$ cat src/logic/cart_mapper_params.svh
`ifndef CART_MAPPER_PARAMS_SVH
`define CART_MAPPER_PARAMS_SVH

// SDRAM byte address width, 8 MB
`define CM_SDRAM_AW 23

// Widths of the translated offsets out of the banking block
`define CM_PRG_OFF_W 19
`define CM_CHR_OFF_W 15

// Supported PRG ROM sizes, log2 of bytes (32 KB to 512 KB)
`define CM_PRG_SIZE_MIN 5'd15
`define CM_PRG_SIZE_MAX 5'd19

// Fixed regions at the top of SDRAM
`define CM_LAUNCHER_CHR_BASE 23'h7D0000
`define CM_LAUNCHER_BASE 23'h7D8000
`define CM_WRAM_BASE 23'h7E0000

`endif

$ cat src/logic/cart_mapper_pkg.sv
`default_nettype none

package cart_mapper_pkg;

    // Mapper kinds, as written to REG_MAPPER[1:0]
    typedef enum logic [1:0] {
        MAP_LAUNCHER = 2'd0,
        MAP_NROM     = 2'd1,
        MAP_UXROM    = 2'd2,
        MAP_CNROM    = 2'd3
    } mapper_kind_e;

    // APB addresses of the config registers
    typedef enum logic [3:0] {
        REG_MAPPER   = 4'h0,
        REG_LAUNCHER = 4'h4,
        REG_STATUS   = 4'h8
    } cfg_reg_e;

    // SDRAM region hit by a CPU access
    typedef enum logic [1:0] {
        SEL_NONE     = 2'd0,
        SEL_ROM      = 2'd1,
        SEL_WRAM     = 2'd2,
        SEL_LAUNCHER = 2'd3
    } prg_sel_e;

endpackage

`default_nettype wire

$ cat src/logic/mapper_cfg_regs.sv
`timescale 1ns/100ps
`default_nettype none

`include "cart_mapper_params.svh"

module mapper_cfg_regs (
    input  wire                           clk,
    input  wire                           cpu_reset,
    input  wire                           psel,
    input  wire                           penable,
    input  wire                           pwrite,
    input  wire  [3:0]                    paddr,
    input  wire  [31:0]                   pwdata,
    output logic [31:0]                   prdata,
    output logic                          pready,
    output logic                          pslverr,
    input  wire cart_mapper_pkg::mapper_kind_e active_kind,
    input  wire                           app_taken,
    input  wire                           menu_taken,
    output cart_mapper_pkg::mapper_kind_e pending_kind,
    output logic [4:0]                    prg_size,
    output logic                          mirroring,
    output logic                          load_app,
    output logic                          load_menu
);
    import cart_mapper_pkg::*;

    logic       apb_access;
    logic       addr_hit;
    logic       wr_mapper;
    logic       wr_menu;
    logic [4:0] size_wr;

    // Access phase of a transfer
    assign apb_access = psel && penable;

    assign addr_hit = (paddr == REG_MAPPER) || (paddr == REG_LAUNCHER)
                   || (paddr == REG_STATUS);

    assign wr_mapper = apb_access && pwrite && (paddr == REG_MAPPER);
    assign wr_menu = apb_access && pwrite && (paddr == REG_LAUNCHER) && pwdata[0];

    // No wait states
    assign pready = 1'b1;
    assign pslverr = apb_access && !addr_hit;

    // Clamp the PRG size into the supported range
    always_comb begin
        if (pwdata[6:2] < `CM_PRG_SIZE_MIN) begin
            size_wr = `CM_PRG_SIZE_MIN;
        end else if (pwdata[6:2] > `CM_PRG_SIZE_MAX) begin
            size_wr = `CM_PRG_SIZE_MAX;
        end else begin
            size_wr = pwdata[6:2];
        end
    end

    always_ff @(posedge clk) begin
        if (cpu_reset) begin
            pending_kind <= MAP_LAUNCHER;
            prg_size     <= `CM_PRG_SIZE_MIN;
            mirroring    <= 1'b0;
            load_app     <= 1'b0;
            load_menu    <= 1'b0;
        end else begin
            if (wr_mapper) begin
                pending_kind <= mapper_kind_e'(pwdata[1:0]);
                prg_size     <= size_wr;
                mirroring    <= pwdata[7];
            end else if (wr_menu) begin
                // Menu request always targets the launcher
                pending_kind <= MAP_LAUNCHER;
            end

            // New request beats the clear from the switch
            if (wr_mapper) begin
                load_app <= 1'b1;
            end else if (app_taken) begin
                load_app <= 1'b0;
            end

            if (wr_menu) begin
                load_menu <= 1'b1;
            end else if (menu_taken) begin
                load_menu <= 1'b0;
            end
        end
    end

    // Readback, same bit layout as the writes
    always_comb begin
        prdata = '0;
        case (paddr)
            REG_MAPPER:   prdata[7:0] = {mirroring, prg_size, pending_kind};
            REG_LAUNCHER: prdata[0] = load_menu;
            REG_STATUS:   prdata[3:0] = {load_menu, load_app, active_kind};
            default:      prdata = '0;
        endcase
    end

endmodule

`default_nettype wire

$ cat src/logic/mapper_switch.sv
`timescale 1ns/100ps
`default_nettype none

module mapper_switch (
    input  wire                           clk,
    input  wire                           cpu_reset,
    input  wire                           cpu_valid,
    input  wire                           cpu_rw,
    input  wire  [15:0]                   cpu_addr,
    input  wire cart_mapper_pkg::mapper_kind_e pending_kind,
    input  wire                           load_app,
    input  wire                           load_menu,
    output cart_mapper_pkg::mapper_kind_e active_kind,
    output cart_mapper_pkg::mapper_kind_e cur_kind,
    output logic                          bank_reset,
    output logic                          app_taken,
    output logic                          menu_taken
);
    import cart_mapper_pkg::*;

    logic         vector_read;
    logic         reset_hijack;
    logic         nmi_hijack;
    logic         hijack;
    mapper_kind_e target_kind;

    assign vector_read = cpu_valid && cpu_rw;

    // Reset vector fetch starts the loaded app
    assign reset_hijack = vector_read && (cpu_addr == 16'hFFFC) && load_app;

    // NMI vector fetch drops back into the menu
    assign nmi_hijack = vector_read && (cpu_addr == 16'hFFFA) && load_menu;

    assign hijack = reset_hijack || nmi_hijack;

    assign target_kind = nmi_hijack ? MAP_LAUNCHER : pending_kind;

    // The vector fetch itself is already served by the new mapper
    assign cur_kind = hijack ? target_kind : active_kind;

    // Flags in the register block clear on the same edge as the switch
    assign app_taken = reset_hijack;
    assign menu_taken = nmi_hijack;

    // Banks start from zero under a new mapper
    assign bank_reset = hijack && (target_kind != active_kind);

    always_ff @(posedge clk) begin
        if (cpu_reset) begin
            active_kind <= MAP_LAUNCHER;
        end else if (hijack) begin
            active_kind <= target_kind;
        end
    end

endmodule

`default_nettype wire

$ cat src/logic/mapper_banking.sv
`timescale 1ns/100ps
`default_nettype none

`include "cart_mapper_params.svh"

module mapper_banking (
    input  wire                          clk,
    input  wire                          cpu_reset,
    input  wire                          bank_reset,
    input  wire cart_mapper_pkg::mapper_kind_e cur_kind,
    input  wire                          mirroring,
    input  wire                          cpu_valid,
    input  wire                          cpu_rw,
    input  wire  [15:0]                  cpu_addr,
    input  wire  [7:0]                   cpu_wdata,
    input  wire  [13:0]                  ppu_addr,
    output logic [`CM_PRG_OFF_W-1:0]     prg_off,
    output cart_mapper_pkg::prg_sel_e    prg_sel,
    output logic [`CM_CHR_OFF_W-1:0]     chr_off,
    output logic                         ciram_a10
);
    import cart_mapper_pkg::*;

    logic [2:0] prg_bank;
    logic [1:0] chr_bank;
    logic       bank_wr;
    logic [2:0] uxrom_bank;

    // Bank registers are mapped over the whole ROM window
    assign bank_wr = cpu_valid && !cpu_rw && cpu_addr[15];

    always_ff @(posedge clk) begin
        if (cpu_reset || bank_reset) begin
            prg_bank <= '0;
            chr_bank <= '0;
        end else if (bank_wr) begin
            if (cur_kind == MAP_UXROM) begin
                prg_bank <= cpu_wdata[2:0];
            end
            if (cur_kind == MAP_CNROM) begin
                chr_bank <= cpu_wdata[1:0];
            end
        end
    end

    // UxROM: switchable 16 KB at 8000, last bank fixed at C000
    assign uxrom_bank = cpu_addr[14] ? 3'd7 : prg_bank;

    always_comb begin
        prg_sel = SEL_NONE;
        prg_off = {6'd0, cpu_addr[12:0]};
        if (cpu_addr[15]) begin
            if (cur_kind == MAP_LAUNCHER) begin
                prg_sel = SEL_LAUNCHER;
            end else begin
                prg_sel = SEL_ROM;
            end
            if (cur_kind == MAP_UXROM) begin
                prg_off = {2'd0, uxrom_bank, cpu_addr[13:0]};
            end else begin
                prg_off = {4'd0, cpu_addr[14:0]};
            end
        end else if (cpu_addr[14:13] == 2'b11) begin
            // 6000-7FFF, work RAM
            prg_sel = SEL_WRAM;
        end
    end

    // CNROM switches the whole 8 KB pattern space
    always_comb begin
        if (cur_kind == MAP_CNROM) begin
            chr_off = {chr_bank, ppu_addr[12:0]};
        end else begin
            chr_off = {2'd0, ppu_addr[12:0]};
        end
    end

    // Vertical mirroring picks A10, horizontal picks A11
    assign ciram_a10 = mirroring ? ppu_addr[10] : ppu_addr[11];

endmodule

`default_nettype wire

$ cat src/logic/sdram_addr_map.sv
`timescale 1ns/100ps
`default_nettype none

`include "cart_mapper_params.svh"

module sdram_addr_map (
    input  wire                          clk,
    input  wire                          cpu_reset,
    input  wire                          cpu_valid,
    input  wire                          cpu_rw,
    input  wire                          ppu_valid,
    input  wire                          ppu_rw,
    input  wire cart_mapper_pkg::mapper_kind_e cur_kind,
    input  wire  [4:0]                   prg_size,
    input  wire  [`CM_PRG_OFF_W-1:0]     prg_off,
    input  wire cart_mapper_pkg::prg_sel_e prg_sel,
    input  wire  [`CM_CHR_OFF_W-1:0]     chr_off,
    input  wire                          ciram_a10,
    output logic                         prg_req,
    output logic                         prg_we,
    output logic [`CM_SDRAM_AW-1:0]      prg_addr,
    output logic                         chr_req,
    output logic                         chr_we,
    output logic [`CM_SDRAM_AW-1:0]      chr_addr,
    output logic                         ciram_a10_q
);
    import cart_mapper_pkg::*;

    logic [`CM_SDRAM_AW-1:0] rom_size;
    logic [`CM_SDRAM_AW-1:0] rom_mask;
    logic [`CM_SDRAM_AW-1:0] prg_addr_d;
    logic [`CM_SDRAM_AW-1:0] chr_addr_d;
    logic                    prg_hit;

    // PRG image sits at 0 and CHR follows right after it
    assign rom_size = `CM_SDRAM_AW'(1) << prg_size;
    assign rom_mask = rom_size - 1'b1;

    always_comb begin
        case (prg_sel)
            SEL_WRAM:     prg_addr_d = `CM_WRAM_BASE + `CM_SDRAM_AW'(prg_off[12:0]);
            SEL_LAUNCHER: prg_addr_d = `CM_LAUNCHER_BASE + `CM_SDRAM_AW'(prg_off[14:0]);
            default:      prg_addr_d = `CM_SDRAM_AW'(prg_off) & rom_mask;
        endcase
    end

    assign chr_addr_d = (cur_kind == MAP_LAUNCHER)
                      ? `CM_LAUNCHER_CHR_BASE + `CM_SDRAM_AW'(chr_off)
                      : rom_size + `CM_SDRAM_AW'(chr_off);

    // Reads from any mapped region, writes only into WRAM
    assign prg_hit = (prg_sel != SEL_NONE) && (cpu_rw || (prg_sel == SEL_WRAM));

    always_ff @(posedge clk) begin
        if (cpu_reset) begin
            prg_req <= 1'b0;
            prg_we  <= 1'b0;
            chr_req <= 1'b0;
            chr_we  <= 1'b0;
        end else begin
            prg_req <= cpu_valid && prg_hit;
            prg_we  <= cpu_valid && prg_hit && !cpu_rw;
            chr_req <= ppu_valid;
            chr_we  <= ppu_valid && !ppu_rw;
        end
    end

    // Addresses hold until the next access on their bus
    always_ff @(posedge clk) begin
        if (cpu_valid) begin
            prg_addr <= prg_addr_d;
        end
        if (ppu_valid) begin
            chr_addr    <= chr_addr_d;
            ciram_a10_q <= ciram_a10;
        end
    end

endmodule

`default_nettype wire

$ cat src/logic/cart_mapper_top.sv
`timescale 1ns/100ps
`default_nettype none

`include "cart_mapper_params.svh"

module cart_mapper_top (
    input  wire                      clk,
    input  wire                      cpu_reset,
    // APB slave
    input  wire                      psel,
    input  wire                      penable,
    input  wire                      pwrite,
    input  wire  [3:0]               paddr,
    input  wire  [31:0]              pwdata,
    output logic [31:0]              prdata,
    output logic                     pready,
    output logic                     pslverr,
    // CPU bus, already in the clk domain
    input  wire                      cpu_valid,
    input  wire  [15:0]              cpu_addr,
    input  wire                      cpu_rw,
    input  wire  [7:0]               cpu_wdata,
    // PPU bus
    input  wire                      ppu_valid,
    input  wire  [13:0]              ppu_addr,
    input  wire                      ppu_rw,
    // SDRAM requests
    output logic                     prg_req,
    output logic                     prg_we,
    output logic [`CM_SDRAM_AW-1:0]  prg_addr,
    output logic                     chr_req,
    output logic                     chr_we,
    output logic [`CM_SDRAM_AW-1:0]  chr_addr,
    output logic                     ciram_a10
);
    import cart_mapper_pkg::*;

    mapper_kind_e             pending_kind;
    mapper_kind_e             active_kind;
    mapper_kind_e             cur_kind;
    logic [4:0]               prg_size;
    logic                     mirroring;
    logic                     load_app;
    logic                     load_menu;
    logic                     app_taken;
    logic                     menu_taken;
    logic                     bank_reset;
    logic [`CM_PRG_OFF_W-1:0] prg_off;
    prg_sel_e                 prg_sel;
    logic [`CM_CHR_OFF_W-1:0] chr_off;
    logic                     ciram_a10_d;

    mapper_cfg_regs u_cfg_regs (
        .clk          (clk),
        .cpu_reset    (cpu_reset),
        .psel         (psel),
        .penable      (penable),
        .pwrite       (pwrite),
        .paddr        (paddr),
        .pwdata       (pwdata),
        .prdata       (prdata),
        .pready       (pready),
        .pslverr      (pslverr),
        .active_kind  (active_kind),
        .app_taken    (app_taken),
        .menu_taken   (menu_taken),
        .pending_kind (pending_kind),
        .prg_size     (prg_size),
        .mirroring    (mirroring),
        .load_app     (load_app),
        .load_menu    (load_menu)
    );

    mapper_switch u_switch (
        .clk          (clk),
        .cpu_reset    (cpu_reset),
        .cpu_valid    (cpu_valid),
        .cpu_rw       (cpu_rw),
        .cpu_addr     (cpu_addr),
        .pending_kind (pending_kind),
        .load_app     (load_app),
        .load_menu    (load_menu),
        .active_kind  (active_kind),
        .cur_kind     (cur_kind),
        .bank_reset   (bank_reset),
        .app_taken    (app_taken),
        .menu_taken   (menu_taken)
    );

    mapper_banking u_banking (
        .clk        (clk),
        .cpu_reset  (cpu_reset),
        .bank_reset (bank_reset),
        .cur_kind   (cur_kind),
        .mirroring  (mirroring),
        .cpu_valid  (cpu_valid),
        .cpu_rw     (cpu_rw),
        .cpu_addr   (cpu_addr),
        .cpu_wdata  (cpu_wdata),
        .ppu_addr   (ppu_addr),
        .prg_off    (prg_off),
        .prg_sel    (prg_sel),
        .chr_off    (chr_off),
        .ciram_a10  (ciram_a10_d)
    );

    sdram_addr_map u_addr_map (
        .clk         (clk),
        .cpu_reset   (cpu_reset),
        .cpu_valid   (cpu_valid),
        .cpu_rw      (cpu_rw),
        .ppu_valid   (ppu_valid),
        .ppu_rw      (ppu_rw),
        .cur_kind    (cur_kind),
        .prg_size    (prg_size),
        .prg_off     (prg_off),
        .prg_sel     (prg_sel),
        .chr_off     (chr_off),
        .ciram_a10   (ciram_a10_d),
        .prg_req     (prg_req),
        .prg_we      (prg_we),
        .prg_addr    (prg_addr),
        .chr_req     (chr_req),
        .chr_we      (chr_we),
        .chr_addr    (chr_addr),
        .ciram_a10_q (ciram_a10)
    );

endmodule

`default_nettype wire

$ cat config.mk
export PLATFORM = sky130hd
export DESIGN_NAME = cart_mapper_top
export DESIGN_NICKNAME = d
export VERILOG_FILES = /design/src/logic/cart_mapper_pkg.sv /design/src/logic/mapper_cfg_regs.sv /design/src/logic/mapper_switch.sv /design/src/logic/mapper_banking.sv /design/src/logic/sdram_addr_map.sv /design/src/logic/cart_mapper_top.sv
export VERILOG_INCLUDE_DIRS = /design/src /design/src/logic
export SDC_FILE = /design/constraint.sdc
export NUM_CORES = 1
export LEC_CHECK = 0
export ABC_AREA = 1
export BUFFER_PORTS_ARGS = -buffer_cell sky130_fd_sc_hd__buf_2
export CELL_PAD_IN_SITES_DETAIL_PLACEMENT = 1
export CELL_PAD_IN_SITES_GLOBAL_PLACEMENT = 2
export CORE_MARGIN = 2
export CORE_UTILIZATION = 28
export CTS_BUF_LIST = sky130_fd_sc_hd__clkbuf_2 sky130_fd_sc_hd__clkbuf_4 sky130_fd_sc_hd__clkbuf_8
export DETAILED_ROUTE_END_ITERATION = 12
export PLACE_DENSITY = 0.82
export SLEW_MARGIN = 30
export SYNTH_ARGS = -nofsm -noshare
export SYNTH_HDL_FRONTEND = slang
export SYNTH_HIERARCHICAL = 1
export SYNTH_SLANG_ARGS = --single-unit
$ cat constraint.sdc
create_clock -name clk -period 2.9 [get_ports clk]
set_clock_uncertainty 0.2 [all_clocks]
set_input_delay 0.145 -clock clk [delete_from_list [all_inputs] [get_ports clk]]
set_output_delay 0.145 -clock clk [all_outputs]
set_load 0.1 [all_outputs]
==> impl_metrics.py <==
metrics = {
    "timing": {
        "finalCritPeriodShare_pct": 93.0,
        "hold_violations": 0,
        "report.final.setup_viol": 0,
        "slew_headroom_pct": 60.4,
        "rsz0062_at_grt": "yes",
        "worst_slew_pin_slew_ns": 0.594,
        "drv_slew": 0,
        "max_freq_mhz": 371,
        "fin_crit_ns": 2.70,
    },
    "route": {
        "drtIter0Drc": 195,
        "wl_um": 15000,
        "wl_per_cell_um": 14.6,
        "antenna_left": 0,
        "first_pass_iters": 4,
        "vias": 4574,
        "drcViolationCount": 0,
        "viasPerCell": 4.46,
    },
    "placement": {
        "dp.cells": 959,
        "numPortBuffers": 112,
        "place_area_sq_mm": 0.00546,
        "routabilityCongestion": 0.829,
        "place.detailed.hpwl_um": 11800,
    },
    "setup_path": {
        "rr_worst_depth": 16,
        "r2r-end": "u_addr_map/chr_addr[15]",
        "slowest_delay_ns": 0.33,
        "timing.rr.start": "u_cfg_regs/load_app",
        "startpoint_type": "flop",
        "arrival_ns": 2.64,
        "crit_fanout": 4,
        "r2r_setup_slack_ns": 0.20,
        "crit_type": "reg -> reg",
        "crit_path_frequent_cell": "nand2_1",
        "slowest_stage": "dfxtp_1",
        "critPathCaptureType": "flop",
        "worstPathCellList": "nand3_1 -> nor2_1 -> o21ai_2 -> nand2_1 -> nand2_1 -> nand2_2 -> nor2_4 -> ha_1 -> inv_1 -> nor2_1 -> o21ai_0 -> nand2_1 -> a21oi_2 -> nand3_1 -> nand2_1 -> nor2_1",
        "cp.required_ns": 2.84,
    },
    "synthesis": {
        "ys_warn_count": 6,
        "synthCells": 635,
        "synth_edf_count": 44,
        "synth_ff_type": "edfxtp_1",
        "syn_area_per_cell_sq_um": 7.48,
        "yosysSeqAreaShare_pct": 36.7,
        "ys_types": 46,
        "async_flop_share_pct": 0,
        "synth-seq-cells": 65,
        "synthesis.area_sq_mm": 0.00475,
    },
    "min_path": {
        "holdPathStages": 5,
        "hold_start": "paddr[3]",
        "hold_end": "u_cfg_regs/mirroring",
        "hold_path_class": "in -> reg",
    },
    "global_routing": {
        "grt_use_total_pct": 17.3,
        "grt_start_max_net_pins": 26,
        "globalRouteOverflowTotal": 0,
        "grt_first_pass_wirelength_um": 24100,
        "antenna_found_initial": 0,
        "grt_pass1_vias": 4650,
    },
    "cells_and_area": {
        "final_core_util_pct": 37.5,
        "fin_cells": 1026,
        "final_common_cell": "nand2_1",
        "fillers": 2122,
        "stdcell_area_sq_mm": 0.00622,
        "drive_above_1_share_pct": 27.3,
        "syn_to_final_growth_pct": 30.9,
        "layout_common_cells": "nand2_1, buf_2, inv_1",
        "nets": 899,
        "diodes": 0,
    },
    "clocking": {
        "cts_sinks": 65,
        "clkLatencyLatePin_ns": 0.39,
        "cts_root_buf": "clkbuf_8",
        "cts_buffer_depth": 2,
        "clk_pin_slew_worst_paths_ns": 0.07,
        "htree_levels": 3,
        "cts_tree": "done",
        "cts_buffers": 9,
    },
    "power_and_ir_drop": {
        "p_leak_nw": 3.02,
        "irDropWorstVdd_v": 0.000187,
        "p_per_area_mw_per_mm2": 432,
    },
    "die": {
        "die_h_um": 134,
        "ios": 168,
        "die-area_sq_mm": 0.0180,
        "coreArea_sq_mm": 0.0166,
        "initial_utilization_pct": 28.7,
        "fp-row-count": 47,
        "die_w_um": 134,
    },
    "run": {
        "drv_cap": 0,
    },
    "outcome": {
        "outcome": "complete, no violations",
    },
}
==> worst max-delay path: cells and delay by family, from the launching register on <==
kind,cells,cell delay [ns]
AOI/OAI and AO/OA,3,0.50
adders and majority gates,1,0.29
buffers and inverters,1,0.13
DFF,1,0.33
and+or+nand+nor,11,1.00
==> state kept, by name, summed over array words and instances (netlist names), 2 cells and up <==
register / cells
u_cfg_regs/pending_kind: 2
u_addr_map/prg_addr: 20
u_cfg_regs/prg_size: 5
u_switch/active_kind: 2
u_banking/prg_bank: 3
u_addr_map/chr_addr: 23
u_banking/chr_bank: 2
==> Yosys cell counts, types with 2 or more instances <==
| cell type | n | area share [%] |
|---|---|---|
| ha_1 | 14 | 3.7 |
| a31oi_1 | 2 | 0.26 |
| nand3_2 | 4 | 0.84 |
| inv_2 | 3 | 0.24 |
| o22ai_1 | 2 | 0.26 |
| nor3_1 | 5 | 0.53 |
| nor3_2 | 2 | 0.42 |
| a21boi_0 | 3 | 0.47 |
| buf_2 | 2 | 0.21 |
| nand2_4 | 3 | 0.71 |
| nand4_1 | 6 | 0.79 |
| conb_1 | 3 | 0.24 |
| nand2_1 | 134 | 11 |
| nand3b_1 | 4 | 0.63 |
| edfxtp_1 | 44 | 28 |
| nand3_1 | 47 | 5.0 |
| xor2_1 | 5 | 0.92 |
| nor2_1 | 70 | 5.5 |
| nor3_4 | 2 | 0.68 |
| a21oi_1 | 28 | 2.9 |
| nor4_1 | 4 | 0.53 |
| nor2_4 | 6 | 1.4 |
| o21ai_0 | 31 | 3.3 |
| inv_1 | 82 | 6.5 |
| o21ai_1 | 4 | 0.42 |
| dfxtp_1 | 21 | 8.8 |
| nand2_2 | 11 | 1.4 |
| o21a_1 | 2 | 0.32 |
| clkbuf_1 | 4 | 0.32 |
| nor2_2 | 13 | 1.7 |
| xnor2_1 | 3 | 0.55 |
| buf_4 | 57 | 9.0 |
==> stage by stage <==
step / hold WS, ns / power [W] / worst slack, ns / setup TNS, ns
floorplan: 0.0141 / 0.00168 / 0.383 / 0
global placement: 0.113 / 0.00176 / 0.0654 / 0
detailed placement: 0.118 / 0.00177 / -0.0646 / -0.122
CTS: 0.00512 / 0.00272 / 0.0527 / 0
global route: 0.0653 / 0.00279 / -0.0159 / -0.0237
finish: 0.0345 / 0.00269 / 0.203 / 0
==> power breakdown <==
group	internal [W]	leakage, nW	switching [W]
registers	0.00103	0.584	0.0000115
logic	0.000141	2.33	0.000611
clock network	0.000483	0.107	0.000407
==> layer usage <==
layer  track usage [%]  share of wire [%]  wire, um
met5                 0                  0         0
met4              6.96                1.4       214
met3              2.53                5.6       839
met2              28.6                 47      7080
met1              22.7                 46      6850
==> worst max path at each step <==
stage                                start                      end  slack (ns)  depth (start not counted)
finish                 u_cfg_regs/load_app  u_addr_map/chr_addr[15]        0.20                         16
global route        u_cfg_regs/prg_size[1]  u_addr_map/chr_addr[16]       -0.02                         11
global placement               cpu_addr[9]  u_addr_map/chr_addr[14]        0.07                         17
floorplan             u_cfg_regs/load_menu  u_addr_map/chr_addr[14]        0.38                         17
CTS                    u_cfg_regs/load_app  u_addr_map/chr_addr[15]        0.05                         15
detailed placement             cpu_addr[9]  u_addr_map/chr_addr[15]       -0.06                         18
==> kinds of logic after synthesis <==
group	Yosys count	synth area share (%)
other	3	0.237
multiplexers	1	0.237
AO/OA/AOI/OAI	79	9.14
adder cells (fa/ha/maj)	15	4.11
buffers and inverters	149	16.3
AND/OR/NAND/NOR	315	31.8
XOR/XNOR	8	1.47
flip-flops	65	36.7
==> area by class of cell <==
| type | count | area (sq um) | share of cell area, % |
|---|---|---|---|
| flip-flops and latches | 65 | 1750 | 28.1 |
| well taps | 220 | 275 | 4.42 |
| repair buffers | 194 | 1300 | 21.0 |
| clock inverters | 7 | 93.8 | 1.51 |
| multi-input cells | 445 | 2360 | 37.9 |
| clock buffers | 9 | 124 | 1.99 |
| inverters | 86 | 323 | 5.19 |
==> what timing repair did <==
item,4_1_cts,5_1_grt
pin swaps,0,2
hold buffers,51,0
setup buffers,0,0
gates resized for setup,1,13
hold endpoints to repair,50,0
endpoints found under the setup margin,2,8
Power figures use the tool's default switching activity.
